<file path="src/rtl/board_macros.svh">
// Dividers count clk cycles per half period of the serial clock and must be at least 2
`ifndef BOARD_MACROS_SVH
`define BOARD_MACROS_SVH

// ------------------------------
// Serial clock dividers

`define TM_CLK_DIV   4    // clk cycles per half period of tm_clk
`define MIC_SCK_DIV  4    // clk cycles per half period of mic_sck

// ------------------------------
// Panel and microphone sizes

`define TM_DIGITS    8    // Seven-segment digits on the TM1638 panel
`define MIC_BITS     24   // Significant bits in an INMP441 sample

`endif

</file>
<file path="src/rtl/audio_pkg.sv">
// Samples are left-channel INMP441 words, two's complement, MSB first on the wire
`include "board_macros.svh"

package audio_pkg;

    // ------------------------------
    // Microphone sample types

    typedef logic signed [`MIC_BITS - 1:0] mic_sample_t;

    // No ready: a beat that is not taken is lost
    typedef struct packed {
        logic        valid;     // One-cycle pulse per sample
        mic_sample_t sample;
    } mic_beat_t;

endpackage

</file>
<file path="src/rtl/panel_pkg.sv">
// Segment bytes are hgfedcba with bit 0 as segment a, and digit 0 is the leftmost digit
`include "board_macros.svh"

package panel_pkg;

    // ------------------------------
    // Panel vectors

    typedef logic [7:0] seg_t;        // Bit 7 is the decimal point
    typedef logic [7:0] tm_keys_t;    // Bit k set while key k is pressed
    typedef logic [7:0] tm_leds_t;    // Bit i lights LED i

    // ------------------------------
    // One complete display image, 72 bits

    typedef struct packed {
        seg_t [`TM_DIGITS - 1:0] digits;    // digits[0] is the leftmost digit
        tm_leds_t                leds;
    } tm_frame_t;

endpackage

</file>
<file path="src/rtl/board_specific_top.sv">
// TM1638 data line is split into in, out and enable; the board pad joins them
module board_specific_top
    import panel_pkg::*;
    import audio_pkg::*;
(
    input  logic clk,
    input  logic arst_n,

    output logic tm_clk,
    output logic tm_stb,
    output logic tm_dio_out,
    output logic tm_dio_oe,
    input  logic tm_dio_in,

    output logic mic_sck,
    output logic mic_ws,
    output logic mic_lr,
    input  logic mic_sd
);

    mic_beat_t mic_beat;
    tm_keys_t  tm_keys;
    tm_frame_t tm_frame;
    logic      frame_valid;
    logic      frame_ready;

    // ------------------------------
    // Microphone

    inmp441_mic_i2s_receiver u_mic
    (
        .clk     ( clk      ),
        .arst_n  ( arst_n   ),
        .mic_sd  ( mic_sd   ),
        .mic_sck ( mic_sck  ),
        .mic_ws  ( mic_ws   ),
        .mic_lr  ( mic_lr   ),
        .beat    ( mic_beat )
    );

    // ------------------------------
    // Lab design

    level_display u_display
    (
        .clk         ( clk         ),
        .arst_n      ( arst_n      ),
        .beat        ( mic_beat    ),
        .keys        ( tm_keys     ),
        .frame       ( tm_frame    ),
        .frame_valid ( frame_valid ),
        .frame_ready ( frame_ready )
    );

    // ------------------------------
    // Panel

    tm1638_board_controller u_tm1638
    (
        .clk         ( clk         ),
        .arst_n      ( arst_n      ),
        .frame       ( tm_frame    ),
        .frame_valid ( frame_valid ),
        .frame_ready ( frame_ready ),
        .keys        ( tm_keys     ),
        .keys_valid  (             ),   // Keys are held, the pulse is not needed here
        .tm_clk      ( tm_clk      ),
        .tm_stb      ( tm_stb      ),
        .tm_dio_out  ( tm_dio_out  ),
        .tm_dio_oe   ( tm_dio_oe   ),
        .tm_dio_in   ( tm_dio_in   )
    );

endmodule

</file>
<file path="src/rtl/inmp441_mic_i2s_receiver.sv">
// Left channel only with mic_lr tied low; 64 mic_sck periods per word-select period
`include "board_macros.svh"

module inmp441_mic_i2s_receiver
    import audio_pkg::*;
(
    input  logic      clk,
    input  logic      arst_n,
    input  logic      mic_sd,
    output logic      mic_sck,
    output logic      mic_ws,
    output logic      mic_lr,
    output mic_beat_t beat
);

    localparam int DIV   = `MIC_SCK_DIV;
    localparam int DIV_W = $clog2(DIV);

    logic [DIV_W - 1:0] div_cnt;
    logic               tick;
    logic               sck_rise;
    logic               sck_fall;
    logic [5:0]         bit_cnt;        // mic_sck periods within one word-select period
    logic               capture;
    logic               valid_q;
    mic_sample_t        shift_q;

    // ------------------------------
    // Bit clock and word select

    assign tick     = (div_cnt == DIV_W'(DIV - 1));
    assign sck_rise = tick && !mic_sck;
    assign sck_fall = tick && mic_sck;
    assign mic_ws   = bit_cnt[5];       // Low for the left word
    assign mic_lr   = 1'b0;

    always_ff @(posedge clk or negedge arst_n)
    begin
        if (!arst_n)
        begin
            div_cnt <= '0;
            mic_sck <= 1'b0;
            bit_cnt <= 6'd63;           // First falling edge starts a left word
        end
        else
        begin
            if (tick)
            begin
                div_cnt <= '0;
                mic_sck <= !mic_sck;
            end
            else
            begin
                div_cnt <= div_cnt + 1'b1;
            end

            if (sck_fall)
                bit_cnt <= bit_cnt + 6'd1;  // mic_ws moves with the falling edge
        end
    end

    // ------------------------------
    // Left-channel capture

    // One-bit delay after mic_ws falls, then MSB first
    assign capture = sck_rise && (bit_cnt >= 6'd1) && (bit_cnt <= 6'(`MIC_BITS));

    always_ff @(posedge clk)
    begin
        if (capture)
            shift_q <= {shift_q[`MIC_BITS - 2:0], mic_sd};
    end

    always_ff @(posedge clk or negedge arst_n)
    begin
        if (!arst_n)
            valid_q <= 1'b0;
        else
            valid_q <= capture && (bit_cnt == 6'(`MIC_BITS));
    end

    assign beat = '{valid: valid_q, sample: shift_q};

endmodule

</file>
<file path="src/rtl/level_display.sv">
// Key 0 freezes the shown sample; samples arriving while it is held are dropped
`include "board_macros.svh"

module level_display
    import panel_pkg::*;
    import audio_pkg::*;
(
    input  logic      clk,
    input  logic      arst_n,
    input  mic_beat_t beat,
    input  tm_keys_t  keys,
    output tm_frame_t frame,
    output logic      frame_valid,
    input  logic      frame_ready
);

    localparam int   HEX_DIGITS = `MIC_BITS / 4;
    localparam seg_t SEG_BLANK  = 8'h00;
    localparam seg_t SEG_H      = 8'h76;

    mic_sample_t           sample_q;    // Last accepted sample
    logic                  hold;
    logic                  hold_q;      // Hold state shown on the panel
    logic [`MIC_BITS - 1:0] magnitude;

    // Standard hex font with lowercase b and d
    function automatic seg_t hex_seg(input logic [3:0] nibble);
        case (nibble)
            4'h0:    hex_seg = 8'h3F;
            4'h1:    hex_seg = 8'h06;
            4'h2:    hex_seg = 8'h5B;
            4'h3:    hex_seg = 8'h4F;
            4'h4:    hex_seg = 8'h66;
            4'h5:    hex_seg = 8'h6D;
            4'h6:    hex_seg = 8'h7D;
            4'h7:    hex_seg = 8'h07;
            4'h8:    hex_seg = 8'h7F;
            4'h9:    hex_seg = 8'h6F;
            4'hA:    hex_seg = 8'h77;
            4'hB:    hex_seg = 8'h7C;
            4'hC:    hex_seg = 8'h39;
            4'hD:    hex_seg = 8'h5E;
            4'hE:    hex_seg = 8'h79;
            default: hex_seg = 8'h71;
        endcase
    endfunction

    assign hold = keys[0];

    // ------------------------------
    // Sample and handshake

    always_ff @(posedge clk or negedge arst_n)
    begin
        if (!arst_n)
        begin
            sample_q    <= '0;
            hold_q      <= 1'b0;
            frame_valid <= 1'b0;
        end
        else
        begin
            hold_q <= hold;
            if (beat.valid && !hold)
            begin
                sample_q    <= beat.sample;
                frame_valid <= 1'b1;        // Overwrites a frame still waiting
            end
            else if (hold != hold_q)
                frame_valid <= 1'b1;        // Digit 7 changes
            else if (frame_ready)
                frame_valid <= 1'b0;
        end
    end

    // ------------------------------
    // Display image

    // Most negative value maps to 2**23
    assign magnitude = sample_q[`MIC_BITS - 1] ? $unsigned(-sample_q) : $unsigned(sample_q);

    always_comb
    begin
        for (int d = 0; d < HEX_DIGITS; d++)
            frame.digits[d] = hex_seg(sample_q[`MIC_BITS - 1 - 4 * d -: 4]);
        frame.digits[`TM_DIGITS - 2] = SEG_BLANK;
        frame.digits[`TM_DIGITS - 1] = hold_q ? SEG_H : SEG_BLANK;

        // LED i lights from 2**(16+i) upward
        for (int i = 0; i < 8; i++)
            frame.leds[i] = |(magnitude >> (`MIC_BITS - 8 + i));
    end

endmodule

</file>
<file path="src/rtl/tm1638_board_controller.sv">
// Static digit load only; key bytes are clocked right after command 0x42 with no wait time
`include "board_macros.svh"

module tm1638_board_controller
    import panel_pkg::*;
(
    input  logic      clk,
    input  logic      arst_n,
    input  tm_frame_t frame,
    input  logic      frame_valid,
    output logic      frame_ready,
    output tm_keys_t  keys,
    output logic      keys_valid,
    output logic      tm_clk,
    output logic      tm_stb,
    output logic      tm_dio_out,
    output logic      tm_dio_oe,
    input  logic      tm_dio_in
);

    localparam int DIV        = `TM_CLK_DIV;
    localparam int DIV_W      = $clog2(DIV);
    localparam int DATA_BYTES = 2 * `TM_DIGITS;    // Digit and LED byte per position
    localparam int BYTE_W     = $clog2(DATA_BYTES);
    localparam int KEY_BYTES  = 4;

    localparam logic [7:0] CMD_WRITE   = 8'h40;    // Auto-increment write
    localparam logic [7:0] CMD_ADDR    = 8'hC0;    // Start at address 0
    localparam logic [7:0] CMD_DISPLAY = 8'h8F;    // Display on, full brightness
    localparam logic [7:0] CMD_READ    = 8'h42;    // Key scan read

    typedef enum logic [2:0] {
        S_IDLE, S_CMD, S_ADDR, S_DATA, S_CTRL, S_READ, S_GAP
    } state_t;

    state_t              state;
    state_t              after_gap;     // Command that follows a strobe gap
    state_t              gap_target;
    logic [DIV_W - 1:0]  div_cnt;
    logic                tick;          // One cycle per half period of tm_clk
    logic [1:0]          gap_cnt;
    logic                phase;         // Low: next tick drops tm_clk
    logic [2:0]          bit_cnt;
    logic [BYTE_W - 1:0] byte_cnt;
    logic [BYTE_W - 1:0] byte_inc;
    logic [7:0]          shift_q;
    logic [7:0]          shift_next;
    logic [7:0]          gap_byte;
    logic                reading;
    logic [1:0]          key_idx;
    tm_frame_t           frame_q;       // Frame being sent
    tm_keys_t            keys_acc;
    tm_keys_t            keys_next;

    function automatic logic [7:0] command_byte(input state_t s);
        case (s)
            S_ADDR:  command_byte = CMD_ADDR;
            S_CTRL:  command_byte = CMD_DISPLAY;
            S_READ:  command_byte = CMD_READ;
            default: command_byte = CMD_WRITE;
        endcase
    endfunction

    // Even addresses carry segments, odd ones one LED in bit 0
    function automatic logic [7:0] data_byte(input tm_frame_t f, input logic [BYTE_W - 1:0] idx);
        if (idx[0])
            data_byte = {7'd0, f.leds[idx[BYTE_W - 1:1]]};
        else
            data_byte = f.digits[idx[BYTE_W - 1:1]];
    endfunction

    // ------------------------------
    // Half-period divider

    assign tick = (div_cnt == DIV_W'(DIV - 1));

    always_ff @(posedge clk or negedge arst_n)
    begin
        if (!arst_n)
            div_cnt <= '0;
        else if (tick)
            div_cnt <= '0;
        else
            div_cnt <= div_cnt + 1'b1;
    end

    // ------------------------------
    // Byte sequencing

    assign gap_target  = (state == S_IDLE) ? S_CMD : after_gap;
    assign gap_byte    = command_byte(gap_target);
    assign frame_ready = (state == S_IDLE) && tick && (gap_cnt == 2'd2);
    assign reading     = (state == S_READ) && (byte_cnt != '0);
    assign shift_next  = {tm_dio_in, shift_q[7:1]};   // LSB first in both directions
    assign byte_inc    = byte_cnt + 1'b1;
    assign key_idx     = 2'(byte_cnt - 1'b1);

    // Byte j: bit 0 is key j, bit 4 is key j+4
    always_comb
    begin
        keys_next                   = keys_acc;
        keys_next[{1'b0, key_idx}]  = shift_next[0];
        keys_next[{1'b1, key_idx}]  = shift_next[4];
    end

    always_ff @(posedge clk or negedge arst_n)
    begin
        if (!arst_n)
        begin
            state      <= S_IDLE;
            after_gap  <= S_CMD;
            gap_cnt    <= 2'd0;
            phase      <= 1'b0;
            bit_cnt    <= 3'd0;
            byte_cnt   <= '0;
            shift_q    <= 8'd0;
            frame_q    <= '0;       // Blank panel until a frame is taken
            keys_acc   <= '0;
            keys       <= '0;
            keys_valid <= 1'b0;
            tm_clk     <= 1'b1;
            tm_stb     <= 1'b1;
            tm_dio_out <= 1'b1;
            tm_dio_oe  <= 1'b0;
        end
        else
        begin
            keys_valid <= 1'b0;

            if (frame_ready && frame_valid)
                frame_q <= frame;   // Otherwise the last frame repeats

            if (tick)
            begin
                case (state)
                    S_IDLE, S_GAP:
                    begin
                        gap_cnt <= gap_cnt + 2'd1;
                        if (gap_cnt == 2'd0)
                        begin
                            tm_stb     <= 1'b1;     // tm_clk has been high for a half period
                            tm_dio_oe  <= 1'b0;
                            tm_dio_out <= 1'b1;
                        end
                        else if (gap_cnt == 2'd2)
                        begin
                            tm_stb   <= 1'b0;       // Next half is strobe setup
                            state    <= gap_target;
                            shift_q  <= gap_byte;
                            gap_cnt  <= 2'd0;
                            phase    <= 1'b0;
                            bit_cnt  <= 3'd0;
                            byte_cnt <= '0;
                        end
                    end

                    default:
                    begin
                        if (!phase)
                        begin
                            tm_clk     <= 1'b0;     // Data changes while tm_clk is low
                            tm_dio_oe  <= !reading;
                            tm_dio_out <= shift_q[0];
                            phase      <= 1'b1;
                        end
                        else
                        begin
                            tm_clk  <= 1'b1;        // Panel samples on this edge
                            phase   <= 1'b0;
                            shift_q <= shift_next;
                            bit_cnt <= bit_cnt + 3'd1;

                            if (bit_cnt == 3'd7)
                            begin
                                case (state)
                                    S_CMD:
                                    begin
                                        state     <= S_GAP;
                                        after_gap <= S_ADDR;
                                    end
                                    S_ADDR:
                                    begin
                                        state    <= S_DATA;
                                        byte_cnt <= '0;
                                        shift_q  <= data_byte(frame_q, '0);
                                    end
                                    S_DATA:
                                    begin
                                        if (byte_cnt == BYTE_W'(DATA_BYTES - 1))
                                        begin
                                            state     <= S_GAP;
                                            after_gap <= S_CTRL;
                                        end
                                        else
                                        begin
                                            byte_cnt <= byte_inc;
                                            shift_q  <= data_byte(frame_q, byte_inc);
                                        end
                                    end
                                    S_CTRL:
                                    begin
                                        state     <= S_GAP;
                                        after_gap <= S_READ;
                                    end
                                    S_READ:
                                    begin
                                        byte_cnt <= byte_inc;
                                        if (reading)
                                            keys_acc <= keys_next;
                                        if (byte_cnt == BYTE_W'(KEY_BYTES))
                                        begin
                                            keys       <= keys_next;    // Publish once per frame
                                            keys_valid <= 1'b1;
                                            state      <= S_IDLE;
                                        end
                                    end
                                    default: state <= S_IDLE;
                                endcase
                            end
                        end
                    end
                endcase
            end
        end
    end

endmodule

</file>
<file path="config.mk">
export PLATFORM = sky130hd
export DESIGN_NAME = board_specific_top
export DESIGN_NICKNAME = d
export VERILOG_FILES = /design/src/rtl/audio_pkg.sv /design/src/rtl/panel_pkg.sv /design/src/rtl/board_specific_top.sv /design/src/rtl/inmp441_mic_i2s_receiver.sv /design/src/rtl/level_display.sv /design/src/rtl/tm1638_board_controller.sv
export VERILOG_INCLUDE_DIRS = /design/src /design/src/rtl
export SDC_FILE = /design/constraint.sdc
export NUM_CORES = 1
export LEC_CHECK = 0
export BUFFER_PORTS_ARGS = -buffer_cell sky130_fd_sc_hd__buf_2
export CAP_MARGIN = 20
export CORE_MARGIN = 1.5
export CORE_UTILIZATION = 40
export DETAILED_ROUTE_END_ITERATION = 10
export PLACE_DENSITY_LB_ADDON = 0.2
export RECOVER_POWER = 25
export SKIP_CTS_REPAIR_TIMING = 1
export SLEW_MARGIN = 20
export SYNTH_ARGS = -nofsm -noshare
export SYNTH_HDL_FRONTEND = slang
export SYNTH_HIERARCHICAL = 1
export SYNTH_SLANG_ARGS = --single-unit
</file>
<file path="constraint.sdc">
create_clock -name clk -period 3.52 [get_ports clk]
set_input_delay 0.528 -clock clk [delete_from_list [all_inputs] [get_ports clk]]
set_output_delay 0.528 -clock clk [all_outputs]
set_load 0.01 [all_outputs]
</file>
=== After elaboration in Yosys (flattened, before gate mapping) ===
Memory sizes are Yosys's and may differ from the RTL's. A register that Yosys moved wholly into a read port is not among the register bits.
Cells that the tools add are included.

* $add $sub $neg: 8
* Order comparisons: 7
* Equality and inequality tests: 25
* Muxes and demuxes: 62
* Bitwise gates (word level): 1
* Reductions and logical operators: 50

{| class="wikitable"
|+ Operator list
! kind !! number
|-
| $mux 8 || 8
|-
| $mux 3 || 13
|-
| $bmux 8 s3 || 1
|-
| $mux 24 || 1
|-
| $mux 4 || 6
|-
| $neg 24->24 || 1
|-
| $pmux 8 s3 || 1
|-
| $eq 3x3->1 const B || 6
|-
| $mux 1 || 18
|-
| $reduce_and 6->1 || 3
|-
| $bwmux 8 || 2
|-
| $pmux 8 s2 || 1
|-
| $reduce_and 7->1 || 2
|-
| $logic_and 1x1->1 || 12
|-
| $pmux 3 s4 || 1
|-
| $pmux 4 s3 || 1
|-
| $eq 3x2->1 const B || 3
|-
| $logic_not 1->1 || 9
|-
| $pmux 3 s3 || 1
|-
| $reduce_and 3->1 || 3
|-
| $lt 3x4->1 const B || 2
|-
| $mux 2 || 4
|-
| $reduce_bool 4->1 || 2
|-
| $reduce_or 8->1 || 1
|-
| other kinds (36) || 51
|}

* Register bits after elaboration: 163
* Bits in read-only memories: 672
* Input port bits: 4
* Output and inout bits: 7
* Logic and storage cells: 189
* Memories kept: 6

{| class="wikitable"
|+ Memory list
! name !! depth !! bits a word !! rd ports !! clocked after Yosys merged registers in !! write ports !! RTL line !! RTL
|-
| (no name shown) || 16 || 7 || 1 || 1 || 0 || level_display.sv:28 || <nowiki>case (nibble)</nowiki>
|-
| (no name shown) || 16 || 7 || 1 || 1 || 0 || level_display.sv:28 ||
|-
| (no name shown) || 16 || 7 || 1 || 1 || 0 || level_display.sv:28 ||
|-
| (no name shown) || 16 || 7 || 1 || 1 || 0 || level_display.sv:28 ||
|-
| (no name shown) || 16 || 7 || 1 || 1 || 0 || level_display.sv:28 ||
|-
| (no name shown) || 16 || 7 || 1 || 1 || 0 || level_display.sv:28 ||
|}

=== Depth between registers and ports, before layout ===
* Word-level depth: 9
* Depth in mapped cells: 10

=== By module ===
The synthesis kept the hierarchy.

{| class="wikitable"
|+ By module, submodules not included
! module !! instances !! cells each !! area each (µm²) !! seq. area each (µm²)
|-
| tm1638_board_controller || 1 || 465 || 5,811.8 || 2,982.9
|-
| level_display || 1 || 374 || 2,955.3 || 650.6
|-
| inmp441_mic_i2s_receiver || 1 || 66 || 1,214.9 || 978.4
|}

=== Least setup slack after synthesis ===
Ideal clock, no wire load.

* Kind: reg-to-reg
* Start: register u_mic.div_cnt[0]
* End: register u_mic.shift_q[0] (enable)
* Library setup time: 413 ps
* Arrival: 2,078 ps
* Slack: 1,029 ps
* Stages on the path, launching flop included: 5
* Buffers on the path: 0
* Path through: dfrtp_1 -> ha_1 -> nor3b_1 -> o21ai_1 -> a21oi_1

* Word-level cells in the longest chain between the ends: 4

{| class="wikitable"
|+ RTL lines
! what !! RTL line !! RTL
|-
| from (decl) || inmp441_mic_i2s_receiver.sv:19 || <nowiki>logic [DIV_W - 1:0] div_cnt;</nowiki>
|-
| from (signal assigned) || inmp441_mic_i2s_receiver.sv:54 || <nowiki>div_cnt <= div_cnt + 1'b1;</nowiki>
|-
| $eq 2x2->1 || inmp441_mic_i2s_receiver.sv:31 || <nowiki>assign tick = (div_cnt == DIV_W'(DIV - 1));</nowiki>
|-
| $logic_and 1x1->1 || inmp441_mic_i2s_receiver.sv:32 || <nowiki>assign sck_rise = tick && !mic_sck;</nowiki>
|-
| $logic_and 1x1->1 (2 in a row) || inmp441_mic_i2s_receiver.sv:66 || <nowiki>assign capture = sck_rise && (bit_cnt >= 6'd1) && (bit_cnt <= 6'(`MIC_BITS));</nowiki>
|-
| named net u_mic.capture || inmp441_mic_i2s_receiver.sv:24 || <nowiki>logic capture;</nowiki>
|-
| to (signal assigned) || inmp441_mic_i2s_receiver.sv:71 || <nowiki>shift_q <= {shift_q[`MIC_BITS - 2:0], mic_sd};</nowiki>
|-
| to (decl) || inmp441_mic_i2s_receiver.sv:26 || <nowiki>mic_sample_t shift_q;</nowiki>
|}

The timed path passes the listed nets, and every way through them passes these cells.
A chain may end at the register's enable or synchronous reset.

=== Worst setup path after layout ===
* Start: register u_tm1638.byte_cnt[0]
* End: register u_tm1638.shift_q[0]

* Word-level cells in the longest chain between the ends: 9

{| class="wikitable"
|+ RTL lines
! what !! RTL line !! RTL
|-
| from (decl) || tm1638_board_controller.sv:44 || <nowiki>logic [BYTE_W - 1:0] byte_cnt;</nowiki>
|-
| from (signal assigned) || tm1638_board_controller.sv:196 || <nowiki>byte_cnt <= byte_inc;</nowiki>
|-
| from (signal assigned) || tm1638_board_controller.sv:207 || <nowiki>byte_cnt <= byte_inc;</nowiki>
|-
| $add 4x1->4 || tm1638_board_controller.sv:95 || <nowiki>assign byte_inc = byte_cnt + 1'b1;</nowiki>
|-
| $bmux 8 s3 or $bmux 1 s3 (tied branches) || tm1638_board_controller.sv:69, tm1638_board_controller.sv:67 ||
|-
| $mux 8 (not written as such) or $mux 1 (tied branches) || tm1638_board_controller.sv:69, tm1638_board_controller.sv:67 ||
|-
| $mux 8 || tm1638_board_controller.sv:66 || <nowiki>if (idx[0])</nowiki>
|-
| $mux 8 (*) || tm1638_board_controller.sv:189 || <nowiki>if (byte_cnt == BYTE_W'(DATA_BYTES - 1))</nowiki>
|-
| $pmux 8 s2 (*) || tm1638_board_controller.sv:175 || <nowiki>case (state)</nowiki>
|-
| $mux 8 (*) || tm1638_board_controller.sv:173 || <nowiki>if (bit_cnt == 3'd7)</nowiki>
|-
| $mux 8 (*) || tm1638_board_controller.sv:159 || <nowiki>if (!phase)</nowiki>
|-
| $mux 8 (*) || tm1638_board_controller.sv:135 || <nowiki>case (state)</nowiki>
|-
| to (signal assigned) || tm1638_board_controller.sv:149 || <nowiki>shift_q <= gap_byte;</nowiki>
|-
| to (signal assigned) || tm1638_board_controller.sv:170 || <nowiki>shift_q <= shift_next;</nowiki>
|-
| to (signal assigned) || tm1638_board_controller.sv:185 || <nowiki>shift_q <= data_byte(frame_q, '0);</nowiki>
|-
| to (decl) || tm1638_board_controller.sv:46 || <nowiki>logic [7:0] shift_q;</nowiki>
|}

Mark *: on every way between the ends. The rest lies on a longest branch, timed or not. The select of a mux whose other input is x is not followed.

==> impl_metrics.tcl <==
set metrics [dict create \
    fmax_ghz 0.365 \
    powerDensity_mw_per_mm2 391 \
    antenna_left 0 \
    fin_setup_tns_ns 0 \
    grt_pass1_vias 5902 \
    rows 55 \
    initial_utilization 0.410 \
    antenna_found_initial 0 \
    wl_per_cell_um 16.9 \
    cp_slowest_cell "ha_1" \
    vias 6118 \
    slew_headroom -0.379 \
    cts_buffer_depth 2 \
    vdd_ir_drop_max_mv 0.292 \
    violations "max-capacitance violations, max-slew violations" \
    period_minus_slack_ns 2.74 \
    cts.sinks 164 \
    critical_path_arrival_ns 3.09 \
    cts_root_buffer "clkbuf_16" \
    worst_setup_path_end_kind "flip-flop" \
    power_frac_clock 0.499 \
    syn-cell-area_mm2 0.00937 \
    hold_class "in2reg" \
    clk_latency_ns 0.43 \
    drt_first_pass_iters 7 \
    crit_required_ns 3.87 \
    overflow 0 \
    mostFrequentLayoutCell "dfrtp_1" \
    cap_violations 1 \
    dp_hpwl_um 14000 \
    final_core_util 0.447 \
    layoutNonFillerInstCount 1163 \
    tightestPinTransition_ns 2.07 \
    swShare 0.212 \
    cp_top_family "adder cells" \
    pin_count 11 \
    status "finished, violations left" \
    clock_skew_ns 0.0107 \
    finalCritPeriodShare 0.778 \
    hold_violations 0 \
    intPower_w 0.00314 \
    grt_first_pass_wirelength_um 32700 \
    yosys_warnings 6 \
    clkTransAtPathRegs_ns 0.07 \
    start_kind "flip-flop" \
    cts_tree "yes" \
    drc_errors 0 \
    io_buffers 9 \
    combPwrFrac 0.015 \
    seqPwrFrac 0.486 \
    rsz0062_at_grt "no" \
    dp.cells 1131 \
    slew_viol_final 80 \
    design.final.nets 891 \
    htreeDepth 4 \
    mostFrequentLayoutCells "dfrtp_1, mux2_2, nand2_1" \
    drive_above_1_share 0.220 \
    drt-initial-drc-count 470 \
    max_stage_delay_ns 0.77 \
    worst-path-buf-inv 1 \
    dieArea_mm2 0.0244 \
    p_switching_w 0.000844 \
    grt.total_usage 0.172 \
    dieWidth_um 156 \
    avgSynthCellArea_um2 10.9 \
    grt_max_degree 81 \
    die_height_um 156 \
    p_leak_nw 4.41 \
    cts_made_buffers 17 \
    routed_wl_um 19700 \
    setup_viol 0 \
    path_cells "inv_1, ha_1, nand2_1, mux2_2, o2111a_1, or4_1, a21oi_1" \
    crit_fanout 17 \
    place_congestion 0.880 \
    syn_inst 858 \
    path_class "reg2reg" \
    areaGrowthSynthToFinish_pct 8.86 \
    via_per_inst 5.26 \
    diodes 0 \
    core_mm2 0.0228 \
]
==> metal layers <==
metal | share of wire | vias up | GRT usage
met5 | 0 | - | 0
met4 | 0.011 | 0 | 0.0376
met3 | 0.026 | 16 | 0.0336
met2 | 0.46 | 90 | 0.269
met1 | 0.50 | 3034 | 0.247
li1 | - | 2978 | -
==> metrics by stage <==
stage	worst slack, ns	total power [W]	instance area [um2]	hold WS [ns]
finish	0.781	0.00399	10200	0.270
global route	0.545	0.00413	10200	0.248
CTS	0.756	0.00404	10200	0.182
detailed placement	0.793	0.00204	9580	0.422
global placement	0.873	0.00204	9580	0.417
floorplan	1.03	0.00201	9430	0.232
==> cell type report <==
| cell class | count | area [um2] |
|---|---|---|
| repair buffers | 24 | 170 |
| well taps | 313 | 392 |
| clock buffers | 20 | 468 |
| flip-flops and latches | 164 | 4240 |
| multi-input cells | 589 | 4620 |
| fillers | 2179 | 12600 |
| clock inverters | 12 | 166 |
| inverters | 41 | 154 |
==> final timing paths <==
| path | slack, ns | start | end | depth (start not counted) |
|---|---|---|---|---|
| setup / recovery | 0.78 | u_tm1638/byte_cnt[0] | u_tm1638/shift_q[0] | 7 |
| hold / removal | 0.27 | mic_sd | u_mic/shift_q[0] | 1 |
| min in group asynchronous | 0.69 | arst_n | u_tm1638/div_cnt[0] | 1 |
| max in group asynchronous | 1.59 | arst_n | u_tm1638/byte_cnt[1] | 2 |
| setup reg to reg | 0.78 | u_tm1638/byte_cnt[0] | u_tm1638/shift_q[0] | 7 |
| hold reg to reg | 0.43 | u_tm1638/div_cnt[0] | u_tm1638/div_cnt[0] | 1 |
==> state kept, by name, summed over array words and instances (netlist names), 2 cells and up <==
name / cells
u_display/sample_q: 24
u_mic/bit_cnt: 6
u_mic/div_cnt: 2
u_mic/shift_q: 24
u_tm1638/after_gap: 3
u_tm1638/bit_cnt: 3
u_tm1638/byte_cnt: 4
u_tm1638/div_cnt: 2
u_tm1638/frame_q: 72
u_tm1638/gap_cnt: 2
u_tm1638/shift_q: 8
u_tm1638/state: 3
==> power groups by stage <==
stage,sequential (W),clock (W),combinational (W)
finish,0.00194,0.00199,0.0000599
global route,0.00194,0.00212,0.0000715
CTS,0.00194,0.00204,0.0000637
detailed placement,0.00197,0,0.0000635
global placement,0.00197,0,0.0000626
floorplan,0.00197,0,0.0000342
Power figures use the tool's default switching activity.
